$ cat src/verilog/rv_pkg.sv
package rv_pkg;

    localparam int XLEN       = 32;
    localparam int REG_ADDR_W = 5;

    typedef logic [XLEN-1:0]       word_t;
    typedef logic [REG_ADDR_W-1:0] reg_addr_t;

    // major opcodes of the supported subset
    typedef enum logic [6:0] {
        OPC_OP     = 7'b0110011,
        OPC_OP_IMM = 7'b0010011,
        OPC_LOAD   = 7'b0000011,
        OPC_STORE  = 7'b0100011,
        OPC_BRANCH = 7'b1100011,
        OPC_JAL    = 7'b1101111
    } opcode_e;

    typedef enum logic [2:0] {
        ALU_ADD,
        ALU_SUB,
        ALU_AND,
        ALU_OR,
        ALU_XOR
    } alu_op_e;

    typedef enum logic [1:0] {
        FWD_REGFILE,
        FWD_FROM_MEM,
        FWD_FROM_WB
    } fwd_sel_e;

    typedef enum logic [1:0] {
        RES_ALU,
        RES_MEM,
        RES_PC_PLUS4
    } result_src_e;

    typedef struct packed {
        word_t pc;
        word_t instr;
        word_t pc_plus4;
    } if_id_t;

    typedef struct packed {
        logic        reg_write;
        logic        mem_read;
        logic        mem_write;
        logic        branch;
        logic        branch_ne;
        logic        jump;
        logic        alu_src;
        alu_op_e     alu_op;
        result_src_e result_src;
        word_t       rd1;
        word_t       rd2;
        reg_addr_t   rs1;
        reg_addr_t   rs2;
        reg_addr_t   rd;
        word_t       imm;
        word_t       pc;
        word_t       pc_plus4;
    } id_ex_t;

    typedef struct packed {
        logic        reg_write;
        logic        mem_read;
        logic        mem_write;
        result_src_e result_src;
        word_t       alu_result;
        word_t       write_data;
        reg_addr_t   rd;
        word_t       pc_plus4;
    } ex_mem_t;

    typedef struct packed {
        logic        reg_write;
        result_src_e result_src;
        word_t       alu_result;
        word_t       read_data;
        reg_addr_t   rd;
        word_t       pc_plus4;
    } mem_wb_t;

    // write-back bus into the register file and the forwarding muxes
    typedef struct packed {
        logic      reg_write;
        reg_addr_t rd;
        word_t     result;
    } wb_t;

    typedef struct packed {
        reg_addr_t rd;
        word_t     value;
    } retire_t;

    typedef struct packed {
        word_t addr;
        word_t data;
    } store_t;

endpackage
$ cat src/verilog/decode_stage.sv
module decode_stage (
    input  logic              clk,
    input  logic              rst,
    input  rv_pkg::if_id_t    if_id,
    input  rv_pkg::wb_t       wb,
    input  logic              flush_e,
    output rv_pkg::id_ex_t    id_ex,
    output rv_pkg::reg_addr_t rs1_d,
    output rv_pkg::reg_addr_t rs2_d,
    output logic              use_rs2
);

    rv_pkg::word_t     regs [32];
    rv_pkg::word_t     ins;
    rv_pkg::opcode_e   opcode;
    rv_pkg::reg_addr_t rs1;
    rv_pkg::reg_addr_t rs2;
    rv_pkg::id_ex_t    id_ex_d;

    assign ins    = if_id.instr;
    assign opcode = rv_pkg::opcode_e'(ins[6:0]);
    // jal has no source register
    assign rs1    = (opcode == rv_pkg::OPC_JAL) ? '0 : ins[19:15];
    assign rs2    = ins[24:20];

    // x0 is hardwired, write-back bypasses the array in the same cycle
    function automatic rv_pkg::word_t read_reg(rv_pkg::reg_addr_t a);
        if (a == '0) begin
            return '0;
        end
        if (wb.reg_write && wb.rd == a) begin
            return wb.result;
        end
        return regs[a];
    endfunction

    always_ff @(posedge clk) begin
        if (rst) begin
            for (int i = 0; i < 32; i++) begin
                regs[i] <= '0;
            end
        end else if (wb.reg_write && wb.rd != '0) begin
            regs[wb.rd] <= wb.result;
        end
    end

    always_comb begin
        id_ex_d          = '0;
        id_ex_d.rd1      = read_reg(rs1);
        id_ex_d.rd2      = read_reg(rs2);
        id_ex_d.rs1      = rs1;
        id_ex_d.rs2      = rs2;
        id_ex_d.rd       = ins[11:7];
        id_ex_d.pc       = if_id.pc;
        id_ex_d.pc_plus4 = if_id.pc_plus4;
        id_ex_d.alu_op   = rv_pkg::ALU_ADD;
        use_rs2          = 1'b0;
        case (opcode)
            rv_pkg::OPC_OP: begin
                id_ex_d.reg_write = 1'b1;
                use_rs2           = 1'b1;
                case (ins[14:12])
                    3'b000:  id_ex_d.alu_op = ins[30] ? rv_pkg::ALU_SUB : rv_pkg::ALU_ADD;
                    3'b100:  id_ex_d.alu_op = rv_pkg::ALU_XOR;
                    3'b110:  id_ex_d.alu_op = rv_pkg::ALU_OR;
                    3'b111:  id_ex_d.alu_op = rv_pkg::ALU_AND;
                    default: id_ex_d.alu_op = rv_pkg::ALU_ADD;
                endcase
            end
            rv_pkg::OPC_OP_IMM: begin
                id_ex_d.reg_write = 1'b1;
                id_ex_d.alu_src   = 1'b1;
                id_ex_d.imm       = {{20{ins[31]}}, ins[31:20]};
            end
            rv_pkg::OPC_LOAD: begin
                id_ex_d.reg_write  = 1'b1;
                id_ex_d.mem_read   = 1'b1;
                id_ex_d.alu_src    = 1'b1;
                id_ex_d.result_src = rv_pkg::RES_MEM;
                id_ex_d.imm        = {{20{ins[31]}}, ins[31:20]};
            end
            rv_pkg::OPC_STORE: begin
                id_ex_d.mem_write = 1'b1;
                id_ex_d.alu_src   = 1'b1;
                id_ex_d.imm       = {{20{ins[31]}}, ins[31:25], ins[11:7]};
                use_rs2           = 1'b1;
            end
            rv_pkg::OPC_BRANCH: begin
                id_ex_d.branch    = 1'b1;
                id_ex_d.branch_ne = ins[12];
                id_ex_d.alu_op    = rv_pkg::ALU_SUB;
                id_ex_d.imm       = {{19{ins[31]}}, ins[31], ins[7], ins[30:25], ins[11:8], 1'b0};
                use_rs2           = 1'b1;
            end
            rv_pkg::OPC_JAL: begin
                id_ex_d.reg_write  = 1'b1;
                id_ex_d.jump       = 1'b1;
                id_ex_d.result_src = rv_pkg::RES_PC_PLUS4;
                id_ex_d.imm = {{11{ins[31]}}, ins[31], ins[19:12], ins[20], ins[30:21], 1'b0};
            end
            default: begin
                id_ex_d.rd = '0;
            end
        endcase
    end

    always_ff @(posedge clk) begin
        if (rst || flush_e) begin
            id_ex <= '0;
        end else begin
            id_ex <= id_ex_d;
        end
    end

    assign rs1_d = rs1;
    assign rs2_d = rs2;

    a_x0_rs1: assert property (@(posedge clk) disable iff (rst)
        (id_ex.rs1 == '0) |-> (id_ex.rd1 == '0));
    a_x0_rs2: assert property (@(posedge clk) disable iff (rst)
        (id_ex.rs2 == '0) |-> (id_ex.rd2 == '0));

endmodule

$ cat src/verilog/execute_stage.sv
module execute_stage (
    input  logic              clk,
    input  logic              rst,
    input  rv_pkg::id_ex_t    id_ex,
    input  rv_pkg::fwd_sel_e  fwd_a,
    input  rv_pkg::fwd_sel_e  fwd_b,
    input  rv_pkg::word_t     mem_fwd,
    input  rv_pkg::wb_t       wb,
    output rv_pkg::ex_mem_t   ex_mem,
    output logic              redirect,
    output rv_pkg::word_t     branch_target
);

    rv_pkg::word_t src_a;
    rv_pkg::word_t src_b_reg;
    rv_pkg::word_t alu_b;
    rv_pkg::word_t alu_result;
    logic          equal;

    function automatic rv_pkg::word_t pick(rv_pkg::fwd_sel_e sel, rv_pkg::word_t reg_val);
        case (sel)
            rv_pkg::FWD_FROM_MEM: return mem_fwd;
            rv_pkg::FWD_FROM_WB:  return wb.result;
            default:              return reg_val;
        endcase
    endfunction

    always_comb begin
        src_a     = pick(fwd_a, id_ex.rd1);
        src_b_reg = pick(fwd_b, id_ex.rd2);
    end

    assign alu_b = id_ex.alu_src ? id_ex.imm : src_b_reg;

    always_comb begin
        case (id_ex.alu_op)
            rv_pkg::ALU_SUB: alu_result = src_a - alu_b;
            rv_pkg::ALU_AND: alu_result = src_a & alu_b;
            rv_pkg::ALU_OR:  alu_result = src_a | alu_b;
            rv_pkg::ALU_XOR: alu_result = src_a ^ alu_b;
            default:         alu_result = src_a + alu_b;
        endcase
    end

    // beq/bne compare on forwarded operands
    assign equal         = (src_a == src_b_reg);
    assign redirect      = id_ex.jump || (id_ex.branch && (equal ^ id_ex.branch_ne));
    assign branch_target = id_ex.pc + id_ex.imm;

    always_ff @(posedge clk) begin
        if (rst) begin
            ex_mem <= '0;
        end else begin
            ex_mem.reg_write  <= id_ex.reg_write;
            ex_mem.mem_read   <= id_ex.mem_read;
            ex_mem.mem_write  <= id_ex.mem_write;
            ex_mem.result_src <= id_ex.result_src;
            ex_mem.alu_result <= alu_result;
            ex_mem.write_data <= src_b_reg;
            ex_mem.rd         <= id_ex.rd;
            ex_mem.pc_plus4   <= id_ex.pc_plus4;
        end
    end

    // a redirect comes from a control op and leaves a bubble behind it
    a_redirect_src: assert property (@(posedge clk) disable iff (rst)
        redirect |-> (id_ex.jump || id_ex.branch)
            ##1 (!id_ex.reg_write && !id_ex.mem_write && !redirect));

endmodule

$ cat src/verilog/fetch_stage.sv
module fetch_stage #(
    parameter rv_pkg::word_t RESET_PC = '0
) (
    input  logic           clk,
    input  logic           rst,
    input  rv_pkg::word_t  instr,
    input  logic           stall_f,
    input  logic           stall_d,
    input  logic           flush_d,
    input  logic           redirect,
    input  rv_pkg::word_t  branch_target,
    output rv_pkg::word_t  pc,
    output rv_pkg::if_id_t if_id
);

    rv_pkg::word_t pc_plus4;
    rv_pkg::word_t next_pc;

    assign pc_plus4 = pc + rv_pkg::word_t'(4);
    assign next_pc  = redirect ? branch_target : pc_plus4;

    always_ff @(posedge clk) begin
        if (rst) begin
            pc <= RESET_PC;
        end else if (!stall_f) begin
            pc <= next_pc;
        end
    end

    // all-zero instr decodes as a bubble
    always_ff @(posedge clk) begin
        if (rst || flush_d) begin
            if_id <= '0;
        end else if (!stall_d) begin
            if_id.pc       <= pc;
            if_id.instr    <= instr;
            if_id.pc_plus4 <= pc_plus4;
        end
    end

endmodule

$ cat src/verilog/hazard_unit.sv
module hazard_unit (
    input  rv_pkg::reg_addr_t rs1_d,
    input  rv_pkg::reg_addr_t rs2_d,
    input  logic              use_rs2,
    input  rv_pkg::id_ex_t    id_ex,
    input  rv_pkg::ex_mem_t   ex_mem,
    input  rv_pkg::wb_t       wb,
    input  logic              redirect,
    output logic              stall_f,
    output logic              stall_d,
    output logic              flush_d,
    output logic              flush_e,
    output rv_pkg::fwd_sel_e  fwd_a,
    output rv_pkg::fwd_sel_e  fwd_b
);

    logic load_use;

    // memory stage is younger, so it wins over write-back
    function automatic rv_pkg::fwd_sel_e fwd_sel(rv_pkg::reg_addr_t rs);
        if (ex_mem.reg_write && ex_mem.rd != '0 && ex_mem.rd == rs) begin
            return rv_pkg::FWD_FROM_MEM;
        end
        if (wb.reg_write && wb.rd != '0 && wb.rd == rs) begin
            return rv_pkg::FWD_FROM_WB;
        end
        return rv_pkg::FWD_REGFILE;
    endfunction

    always_comb begin
        fwd_a = fwd_sel(id_ex.rs1);
        fwd_b = fwd_sel(id_ex.rs2);
    end

    // load in execute feeding the instruction in decode
    assign load_use = id_ex.mem_read && (id_ex.rd != '0) &&
                      ((id_ex.rd == rs1_d) || (use_rs2 && id_ex.rd == rs2_d));

    assign stall_f = load_use;
    assign stall_d = load_use;
    assign flush_d = redirect;
    assign flush_e = redirect || load_use;

    // a load and a control op cannot sit in execute together
    a_stall_flush: assert #0 (!(stall_d === 1'b1 && flush_d === 1'b1))
        else $error("hazard: decode stalled and flushed in the same cycle");

endmodule

$ cat src/verilog/memory_writeback.sv
module memory_writeback (
    input  logic              clk,
    input  logic              rst,
    input  rv_pkg::ex_mem_t   ex_mem,
    input  rv_pkg::word_t     read_data,
    output rv_pkg::word_t     data_addr,
    output rv_pkg::word_t     din,
    output logic              data_we,
    output logic              data_re,
    output rv_pkg::word_t     mem_fwd,
    output rv_pkg::wb_t       wb,
    output logic              retire_valid,
    output rv_pkg::retire_t   retire
);

    rv_pkg::mem_wb_t mem_wb;

    // data port straight from the memory-stage register
    assign data_addr = ex_mem.alu_result;
    assign din       = ex_mem.write_data;
    assign data_we   = ex_mem.mem_write;
    assign data_re   = ex_mem.mem_read;
    assign mem_fwd   = ex_mem.alu_result;

    always_ff @(posedge clk) begin
        if (rst) begin
            mem_wb <= '0;
        end else begin
            mem_wb.reg_write  <= ex_mem.reg_write;
            mem_wb.result_src <= ex_mem.result_src;
            mem_wb.alu_result <= ex_mem.alu_result;
            mem_wb.read_data  <= read_data;
            mem_wb.rd         <= ex_mem.rd;
            mem_wb.pc_plus4   <= ex_mem.pc_plus4;
        end
    end

    always_comb begin
        wb.reg_write = mem_wb.reg_write;
        wb.rd        = mem_wb.rd;
        case (mem_wb.result_src)
            rv_pkg::RES_MEM:      wb.result = mem_wb.read_data;
            rv_pkg::RES_PC_PLUS4: wb.result = mem_wb.pc_plus4;
            default:              wb.result = mem_wb.alu_result;
        endcase
    end

    // trace only writes that change architectural state
    assign retire_valid = wb.reg_write && (wb.rd != '0);
    assign retire.rd    = wb.rd;
    assign retire.value = wb.result;

    a_we_re_excl: assert property (@(posedge clk) disable iff (rst)
        !(data_we && data_re));

endmodule

$ cat src/verilog/rv_pipeline.sv
module rv_pipeline #(
    parameter rv_pkg::word_t RESET_PC = '0
) (
    input  logic            clk,
    input  logic            rst,
    input  rv_pkg::word_t   instr,
    output rv_pkg::word_t   pc,
    input  rv_pkg::word_t   read_data,
    output rv_pkg::word_t   data_addr,
    output rv_pkg::word_t   din,
    output logic            data_we,
    output logic            data_re,
    output logic            retire_valid,
    output rv_pkg::retire_t retire
);

    rv_pkg::if_id_t    if_id;
    rv_pkg::id_ex_t    id_ex;
    rv_pkg::ex_mem_t   ex_mem;
    rv_pkg::wb_t       wb;
    rv_pkg::word_t     mem_fwd;
    rv_pkg::word_t     branch_target;
    rv_pkg::reg_addr_t rs1_d;
    rv_pkg::reg_addr_t rs2_d;
    rv_pkg::fwd_sel_e  fwd_a;
    rv_pkg::fwd_sel_e  fwd_b;
    logic              use_rs2;
    logic              redirect;
    logic              stall_f;
    logic              stall_d;
    logic              flush_d;
    logic              flush_e;

    fetch_stage #(
        .RESET_PC(RESET_PC)
    ) i_fetch (
        .clk           (clk),
        .rst           (rst),
        .instr         (instr),
        .stall_f       (stall_f),
        .stall_d       (stall_d),
        .flush_d       (flush_d),
        .redirect      (redirect),
        .branch_target (branch_target),
        .pc            (pc),
        .if_id         (if_id)
    );

    decode_stage i_decode (
        .clk     (clk),
        .rst     (rst),
        .if_id   (if_id),
        .wb      (wb),
        .flush_e (flush_e),
        .id_ex   (id_ex),
        .rs1_d   (rs1_d),
        .rs2_d   (rs2_d),
        .use_rs2 (use_rs2)
    );

    execute_stage i_execute (
        .clk           (clk),
        .rst           (rst),
        .id_ex         (id_ex),
        .fwd_a         (fwd_a),
        .fwd_b         (fwd_b),
        .mem_fwd       (mem_fwd),
        .wb            (wb),
        .ex_mem        (ex_mem),
        .redirect      (redirect),
        .branch_target (branch_target)
    );

    memory_writeback i_mem_wb (
        .clk          (clk),
        .rst          (rst),
        .ex_mem       (ex_mem),
        .read_data    (read_data),
        .data_addr    (data_addr),
        .din          (din),
        .data_we      (data_we),
        .data_re      (data_re),
        .mem_fwd      (mem_fwd),
        .wb           (wb),
        .retire_valid (retire_valid),
        .retire       (retire)
    );

    hazard_unit i_hazard (
        .rs1_d    (rs1_d),
        .rs2_d    (rs2_d),
        .use_rs2  (use_rs2),
        .id_ex    (id_ex),
        .ex_mem   (ex_mem),
        .wb       (wb),
        .redirect (redirect),
        .stall_f  (stall_f),
        .stall_d  (stall_d),
        .flush_d  (flush_d),
        .flush_e  (flush_e),
        .fwd_a    (fwd_a),
        .fwd_b    (fwd_b)
    );

endmodule

$ cat config.mk
export PLATFORM = sky130hd
export DESIGN_NAME = rv_pipeline
export DESIGN_NICKNAME = d
export VERILOG_FILES = /design/src/verilog/rv_pkg.sv /design/src/verilog/decode_stage.sv /design/src/verilog/execute_stage.sv /design/src/verilog/fetch_stage.sv /design/src/verilog/hazard_unit.sv /design/src/verilog/memory_writeback.sv /design/src/verilog/rv_pipeline.sv
export SDC_FILE = /design/constraint.sdc
export NUM_CORES = 2
export LEC_CHECK = 0
export BUFFER_PORTS_ARGS = -buffer_cell sky130_fd_sc_hd__buf_2
export CORE_ASPECT_RATIO = 0.7
export CORE_MARGIN = 1
export CORE_UTILIZATION = 63
export DETAILED_ROUTE_END_ITERATION = 8
export PLACE_DENSITY_LB_ADDON = 0.2
export SETUP_SLACK_MARGIN = 0.5
export SLEW_MARGIN = 20
export SYNTH_ARGS = -nofsm -noshare
export SYNTH_HDL_FRONTEND = slang
export SYNTH_HIERARCHICAL = 1
export SYNTH_SLANG_ARGS = --single-unit
$ cat constraint.sdc
create_clock -name clk -period 6.8 [get_ports clk]
set_input_delay 0.34 -clock clk [delete_from_list [all_inputs] [get_ports clk]]
set_output_delay 0.34 -clock clk [all_outputs]
set_load 0.01 [all_outputs]
Word-level counts from Yosys, hierarchy flattened

Memory sizes are Yosys's and may differ from the RTL's. A register that Yosys moved wholly into a read port is not among the register bits.
Index checks and enable logic that the tools add are counted.
Widths: inputs -> output; s select.

Register bits after elaboration: 525
Bits in latches: 0
Bits in writable memories: 1024
ROM bits: 0
Input port bits: 66
Output and inout port bits: 136
Word-level logic and storage cells: 162
Memories: 1

Memories:

| memory        | words | width | rd ports | clocked after Yosys merged registers in | write ports | RTL line           | RTL |
|---|---|---|---|---|---|---|---|
| i_decode.regs | 32    | 32    | 2        | 1                                       | 32          | decode_stage.sv:13 | `rv_pkg::word_t regs [32];` |

Add/subtract/negate cells: 4
Multiply operators: 0
Divide/modulo/power cells: 0
Order comparisons: 0
Equality and inequality tests: 28
Shift operators: 0
Multiplexer cells: 57
Bitwise logic cells: 6
Reductions and logical operators: 31

Operators with widths:

| operator              | number |
|---|---|
| $mux 32               | 11 |
| $pmux 32 s4           | 2 |
| $pmux 32 s2           | 3 |
| $add 32x32->32        | 2 |
| $eq 5x5->1            | 8 |
| $add 32x3->32 const B | 1 |
| $and 32x32->32        | 1 |
| $eq 32x32->1          | 1 |
| $or 32x32->32         | 1 |
| $reduce_or 32->1      | 1 |
| $sub 32x32->32        | 1 |
| $xor 32x32->32        | 1 |
| $mux 1                | 25 |
| $mux 5                | 4 |
| $mux 2                | 9 |
| $reduce_bool 5->1     | 3 |
| $eq 7x6->1 const B    | 2 |
| $eq 7x7->1 const B    | 2 |
| $eq 3x3->1 const B    | 4 |
| $logic_and 1x1->1     | 12 |
| $pmux 3 s4            | 1 |
| $logic_not 5->1       | 2 |
| $eq 7x2->1 const B    | 1 |
| $eq 7x5->1 const B    | 1 |
| other kinds (14)      | 27 |

Logic depth before layout (Yosys ltp)

Depth in word-level cells: 16
Mapped depth: 30
Mapped depth without buffers: 28

By module

Netlist, hierarchy kept.

Modules (own cells, without submodules):

| module           | times used | cells an instance | area an instance (um2) | sequential area each (um2) |
|---|---|---|---|---|
| decode_stage     | 1          | 4557              | 60705.7                | 34272.9 |
| execute_stage    | 1          | 1376              | 10493.8                | 2122.0 |
| fetch_stage      | 1          | 649               | 5675.4                 | 2522.4 |
| memory_writeback | 1          | 475               | 4468.0                 | 2082.0 |
| hazard_unit      | 1          | 52                | 416.6                  | 0.0 |

Worst setup path after synthesis

OpenSTA, ideal clock, no wires.

Kind: register to register
Start: register i_execute/ex_mem[32] (netlist name)
End: register i_execute/ex_mem[94] (netlist name)
Arrival: 6.149 ns
Data required time: 6.729 ns
Setup slack: 0.580 ns
Cell stages (with the launch flop): 30
Path buffers: 3
Clock period less this slack: 6.220 ns
Path through: dfxtp_1 -> or4_1 -> o21ai_2 -> nor4_1 -> nor4_2 -> ha_1 -> buf_6 -> buf_4 -> a221o_1 -> o21ai_0 -> nor2_1 -> a21oi_1 -> ha_1 -> inv_1 -> or3_4 -> nor4_2 -> and3_1 -> a21oi_1 -> xnor2_1 -> ha_1 -> clkbuf_1 -> a21o_1 -> a211oi_1 -> nand2_1 -> a21oi_1 -> a31o_2 -> o31ai_1 -> a31oi_1 -> or4b_1 -> a21oi_1

Word-level cells in the longest chain between the ends: 10
Elaborated cells on any way between the ends: 23
Those cells by class: add/sub (2); eq/ne (6); mux (8); bitwise (3); reduce/logical (4)

RTL lines:

| what                                            | RTL line            | RTL |
|---|---|---|
| $reduce_bool 5->1                               | hazard_unit.sv:21   | `if (ex_mem.reg_write && ex_mem.rd != '0 && ex_mem.rd == rs) begin` |
| $logic_and 1x1->1                               | hazard_unit.sv:21   |  |
| $logic_and 1x1->1 *                             | hazard_unit.sv:21   |  |
| $mux 1 *                                        | hazard_unit.sv:21   |  |
| $mux 2 *                                        | hazard_unit.sv:24   | `if (wb.reg_write && wb.rd != '0 && wb.rd == rs) begin` |
| net fwd_b[0]                                    | rv_pipeline.sv:26   | `rv_pkg::fwd_sel_e fwd_b;` |
| $eq 2x2->1 / $eq 2x1->1 (equally long branches) | execute_stage.sv:21 | `case (sel)` |
| $pmux 32 s2 *                                   | execute_stage.sv:21 |  |
| $mux 32 *                                       | execute_stage.sv:33 | `assign alu_b = id_ex.alu_src ? id_ex.imm : src_b_reg;` |
| $add 32x32->32, or another cell as far along    | execute_stage.sv:41 | `default: alu_result = src_a + alu_b;` |
| $pmux 32 s4 *                                   | execute_stage.sv:36 | `case (id_ex.alu_op)` |

Mark *: on every way through the listed nets, which the timed path passes. The rest lies on a longest branch.
A chain may end at the register's enable or synchronous reset.

Worst setup path after layout

Start: register i_mem_wb/mem_wb[102] (netlist bit)
End: register i_execute/ex_mem[99] (netlist name)

Word-level cells in the longest chain between the ends: 6
Elaborated cells on any way between the ends: 12
Those cells by class: add/sub (2); eq/ne (2); mux (5); bitwise (3)

RTL lines:

| what                                            | RTL line               | RTL |
|---|---|---|
| start, declared                                 | memory_writeback.sv:16 | `rv_pkg::mem_wb_t mem_wb;` |
| $eq 2x2->1 / $eq 2x1->1 (equally long branches) | memory_writeback.sv:41 | `case (mem_wb.result_src)` |
| $pmux 32 s2 *                                   | memory_writeback.sv:41 |  |
| $pmux 32 s2                                     | execute_stage.sv:21    |  |
| $mux 32                                         | execute_stage.sv:33    |  |
| $add 32x32->32, or another cell as far along    | execute_stage.sv:41    |  |
| $pmux 32 s4 *                                   | execute_stage.sv:36    |  |

Mark *: on every way between the ends. The rest lies on a longest branch, timed or not.

==> key figures <==
Outcome
  • Status: finished, final reports clean

Global route
  • Initial antenna violation count: 15
  • GRT overflow: 0
  • Vias in the first global route: 58900
  • Largest net degree at the start of global routing: 164
  • All-Layer GR Usage: 45.4%
  • Global-route wire length before repair: 422000 um

Run
  • Max-cap violations: 0

STA
  • Slew HR: 13.3%
  • Final Setup Violations: 0
  • Tightest Pin Transition: 1.30 ns
  • Sum Neg Setup Slack: 0 ns
  • Period utilisation layout: 92.9%
  • Fmax: 158 MHz
  • Final Max Slew Viols: 0
  • Min Tclk post-route: 6.32 ns
  • Skew final: 0.0325 ns
  • Final Hold Fails: 0
  • Unrepaired setup endpoints after global routing: yes

Place
  • Port Buffers: 201
  • Placed cells: 8529
  • Detailed Place HPWL: 192000 um
  • Placer Congestion: 1.07

CTS
  • Max Root-Sink Buffers: 3
  • Num CTS Buffers: 147
  • CTS H-tree depth: 4
  • Root buf cell: clkbuf_16
  • Clk_lat worst skew: 0.81 ns
  • CTS sink cnt: 1536
  • CTS tree: yes
  • Clk slew on worst S/H paths: 0.07 ns

Logic synthesis
  • Register area share after synthesis: 50.1%
  • Netlist cell types: 98
  • Post-synth EDFFs: 1024
  • Yosys warnings: 6
  • Top cell type's share of synthesized area: 37.6%
  • Area leader, netlist: edfxtp_1
  • Most used DFF post-synth: edfxtp_1
  • FF+latch count, synth: 1536
  • Mapped cell area: 81800 um^2
  • FFs w/ async S/R, synth: 0%
  • Synth top area cells: edfxtp_1 (38%), dfxtp_1 (13%), mux4_2 (9.8%)
  • Synthesized netlist cell count: 7109
  • Syn_area_per_cell: 11.5 um^2

Critical path
  • Worst R2R Setup Slack: 0.48 ns
  • Required time of the critical path: 7.51 ns
  • Crit path DAT: 7.03 ns
  • Max FO, Critical Path: 15
  • Register-to-Register Path Depth: 23
  • Reg-to-Reg End: i_execute/ex_mem[99]$_SDFF_PP0_
  • Worst Setup Path Type: flop to flop
  • Setup crit end kind: flop
  • CP Launch Type: flop
  • Worst R2R Start: i_mem_wb/mem_wb[102]$_SDFF_PP0_

Power
  • Sequential share of power: 48.1%
  • Clock power share: 37.3%
  • Power per Cell Area: 250 nW/um^2
  • Max IR drop VDD: 271 uV
  • Leakage Power: 33.3 nW
  • Logic pwr share: 14.6%
  • Pint: 16.1 mW
  • Switch share: 28.1%
  • Psw: 6.26 mW

Floorplanning
  • Core area: 129000 um^2
  • Num rows: 110
  • Die ar.: 131000 um^2
  • Die width: 433 um
  • Initial Util: 63.5%
  • Ports: 202
  • Die Ht: 303 um

Hold path
  • Hold crit path type: primary input to flop
  • WHS Path Cells: 3
  • Hold path endpoint: i_mem_wb/mem_wb[64]$_SDFF_PP0_
  • Hold_sp: read_data[27]

Finish
  • # fillers: 9226
  • Area Growth Syn to Fin: 9.25%
  • Multi-input gate area: 37100 um^2
  • Register area: 41000 um^2
  • Non-Filler Instances: 8895
  • Layout cells sized above 1: 19.1%
  • Final #Nets: 7239

Routing
  • Drt via density: 7.06
  • Routed len/inst: 33.8 um
  • Initial DRT Pass Iterations: 7
  • # DRC: 0
  • DRT iter0 DRCs: 11000
  • Antenna-violating nets left: 0
  • Vias: 62800
  • Routed wire length: 301000 um
-- flip-flops by register name, indices dropped and copies added, names as in the netlist --
| name | flops |
|---|---|
| i_execute/ex_mem | 106 |
| i_decode/regs | 1024 |
| i_mem_wb/mem_wb | 98 |
| i_mem_wb/retire | 5 |
| i_fetch/if_id | 94 |
| i_fetch/pc | 32 |
| i_decode/id_ex | 176 |
| i_mem_wb/wb | 1 |
-- metal layers --
| metal | vias to the layer above | track usage [%] | wire length [um] |
|---|---|---|---|
| li1 | 25600 | - | - |
| met1 | 30400 | 62.8 | 109000 |
| met2 | 5832 | 61.7 | 120000 |
| met3 | 1045 | 17.6 | 52400 |
| met4 | 4 | 24.0 | 18600 |
| met5 | - | 0 | 27 |
-- Yosys cell counts (26+ instances only) --
library cell,number
a211oi_1,59
a21o_1,36
a21oi_1,305
a221o_1,26
a221oi_1,28
a22oi_1,87
a31oi_1,54
and2_1,1056
buf_1,35
buf_2,139
buf_4,183
buf_6,28
clkbuf_1,403
dfxtp_1,512
edfxtp_1,1024
ha_1,141
inv_1,112
mux2_2,95
mux2i_1,260
mux4_2,354
nand2_1,300
nand2b_1,37
nand3_1,36
nand4_1,26
nor2_1,480
nor2b_1,175
nor3_1,132
nor4_1,32
o211ai_1,80
o21ai_0,162
o22ai_1,124
o2bb2ai_1,33
or2_2,53
xnor2_1,116
xor2_1,65
-- worst max-delay path, stage by stage, from the launching register on --
cell and delay, ns:
dfxtp_1 0.37, inv_1 0.06, ha_1 0.43, buf_4 0.32, a22oi_1 0.77, o21ai_2 0.25
a221o_1 0.42, o21ai_0 0.27, a31oi_1 0.28, nor4_4 0.35, and3_4 0.25, a21oi_4 0.06
xnor2_2 0.17, ha_1 0.38, buf_6 0.14, nand4_1 0.11, nor4_2 0.05, a21oi_1 0.17
o31ai_2 0.12, o31a_1 0.30, a221o_1 0.38, a221oi_2 0.31, nand4b_1 0.15, o221ai_2 0.11
-- worst max-delay path by stage --
stage	endpoint	cells past startpoint	slack (ns)	startpoint
floorplan	i_execute/ex_mem[94]$_SDFF_PP0_	29	0.58	i_execute/ex_mem[32]$_SDFF_PP0_
global placement	i_execute/ex_mem[95]$_SDFF_PP0_	29	0.37	i_execute/ex_mem[35]$_SDFF_PP0_
detailed placement	i_execute/ex_mem[94]$_SDFF_PP0_	29	0.32	i_execute/ex_mem[35]$_SDFF_PP0_
CTS	i_execute/ex_mem[94]$_SDFF_PP0_	28	0.55	i_mem_wb/retire[35]$_SDFF_PP0_
global route	i_execute/ex_mem[99]$_SDFF_PP0_	28	0.41	i_execute/ex_mem[35]$_SDFF_PP0_
finish	i_execute/ex_mem[99]$_SDFF_PP0_	23	0.48	i_mem_wb/mem_wb[102]$_SDFF_PP0_
-- cell families after synthesis --
kind of cell	Yosys count	share of synthesized area [%]
compound gates	1211	9.82
xor+xnor	181	1.94
fa+ha+maj	143	2.21
buf+inv	902	5.45
flops	1536	50.1
mux	709	14.2
other cells	1	0.00459
simple gates	2426	16.2
-- area by class of cell --
cell class                 count  area share (%)
sequential                  1536            45.9
multi-input combinational   4702            41.6
clock buffer                 201            4.56
timing repair buffer         529            4.25
tap                         1736            2.43
clock inverter                69           0.740
inverter                     114           0.483
antenna                        8          0.0224
-- power by group through the flow --
stage | Combinational [mW] | Sequential [mW] | Clock [mW]
6_report | 3.26 | 10.7 | 8.32
2_1_floorplan | 2.08 | 10.6 | 0
3_3_place_gp | 2.99 | 10.9 | 0
5_1_grt | 3.35 | 10.7 | 8.68
3_5_place_dp | 3.01 | 10.9 | 0
4_1_cts | 3.07 | 10.7 | 8.33
-- metrics by stage --
| stage | util (%) | setup slack, ns | cell area [um^2] | hold slack [ns] | total power, mW |
|---|---|---|---|---|---|
| finish | 69.4 | 0.480 | 89300 | 0.292 | 22.3 |
| global route | 69.4 | 0.410 | 89300 | 0.301 | 22.8 |
| CTS | 69.1 | 0.546 | 88900 | 0.241 | 22.1 |
| detailed placement | 64.8 | 0.321 | 83400 | 0.420 | 13.9 |
| global placement | 64.8 | 0.368 | 83400 | 0.418 | 13.9 |
| floorplan | - | 0.580 | 81900 | 0.414 | 12.7 |
-- cell usage in the layout, fill, tap and decap left out, types with 33 or more instances in the layout --
| cell | instances |
|---|---|
| and2_1 | 1056 |
| edfxtp_1 | 1024 |
| dfxtp_1 | 498 |
| nor2_1 | 447 |
| mux4_2 | 354 |
| nand2_1 | 296 |
| a21oi_1 | 282 |
| mux2i_1 | 260 |
| buf_4 | 246 |
| buf_2 | 200 |
| nor2b_1 | 174 |
| clkbuf_16 | 151 |
| ha_1 | 134 |
| nor3_1 | 130 |
| o22ai_1 | 124 |
| o21ai_0 | 121 |
| xnor2_1 | 114 |
| inv_1 | 110 |
| mux2_2 | 95 |
| a22oi_1 | 87 |
| o211ai_1 | 80 |
| dlygate4sd3_1 | 69 |
| xor2_1 | 65 |
| a211oi_1 | 56 |
| or2_2 | 54 |
| a31oi_1 | 54 |
| clkbuf_1 | 38 |
| nand2b_1 | 36 |
| nand3_1 | 35 |
| a21o_1 | 35 |
| o2bb2ai_1 | 33 |
-- timing repair --
item                       CTS  global route
gates resized for setup     19            63
pin swaps                    9            33
gates cloned                 0             1
setup endpoints to repair    7           154
hold buffers                69             0
setup buffers                7            10
hold endpoints to repair    99             0
(Power assumes the default switching activity.)
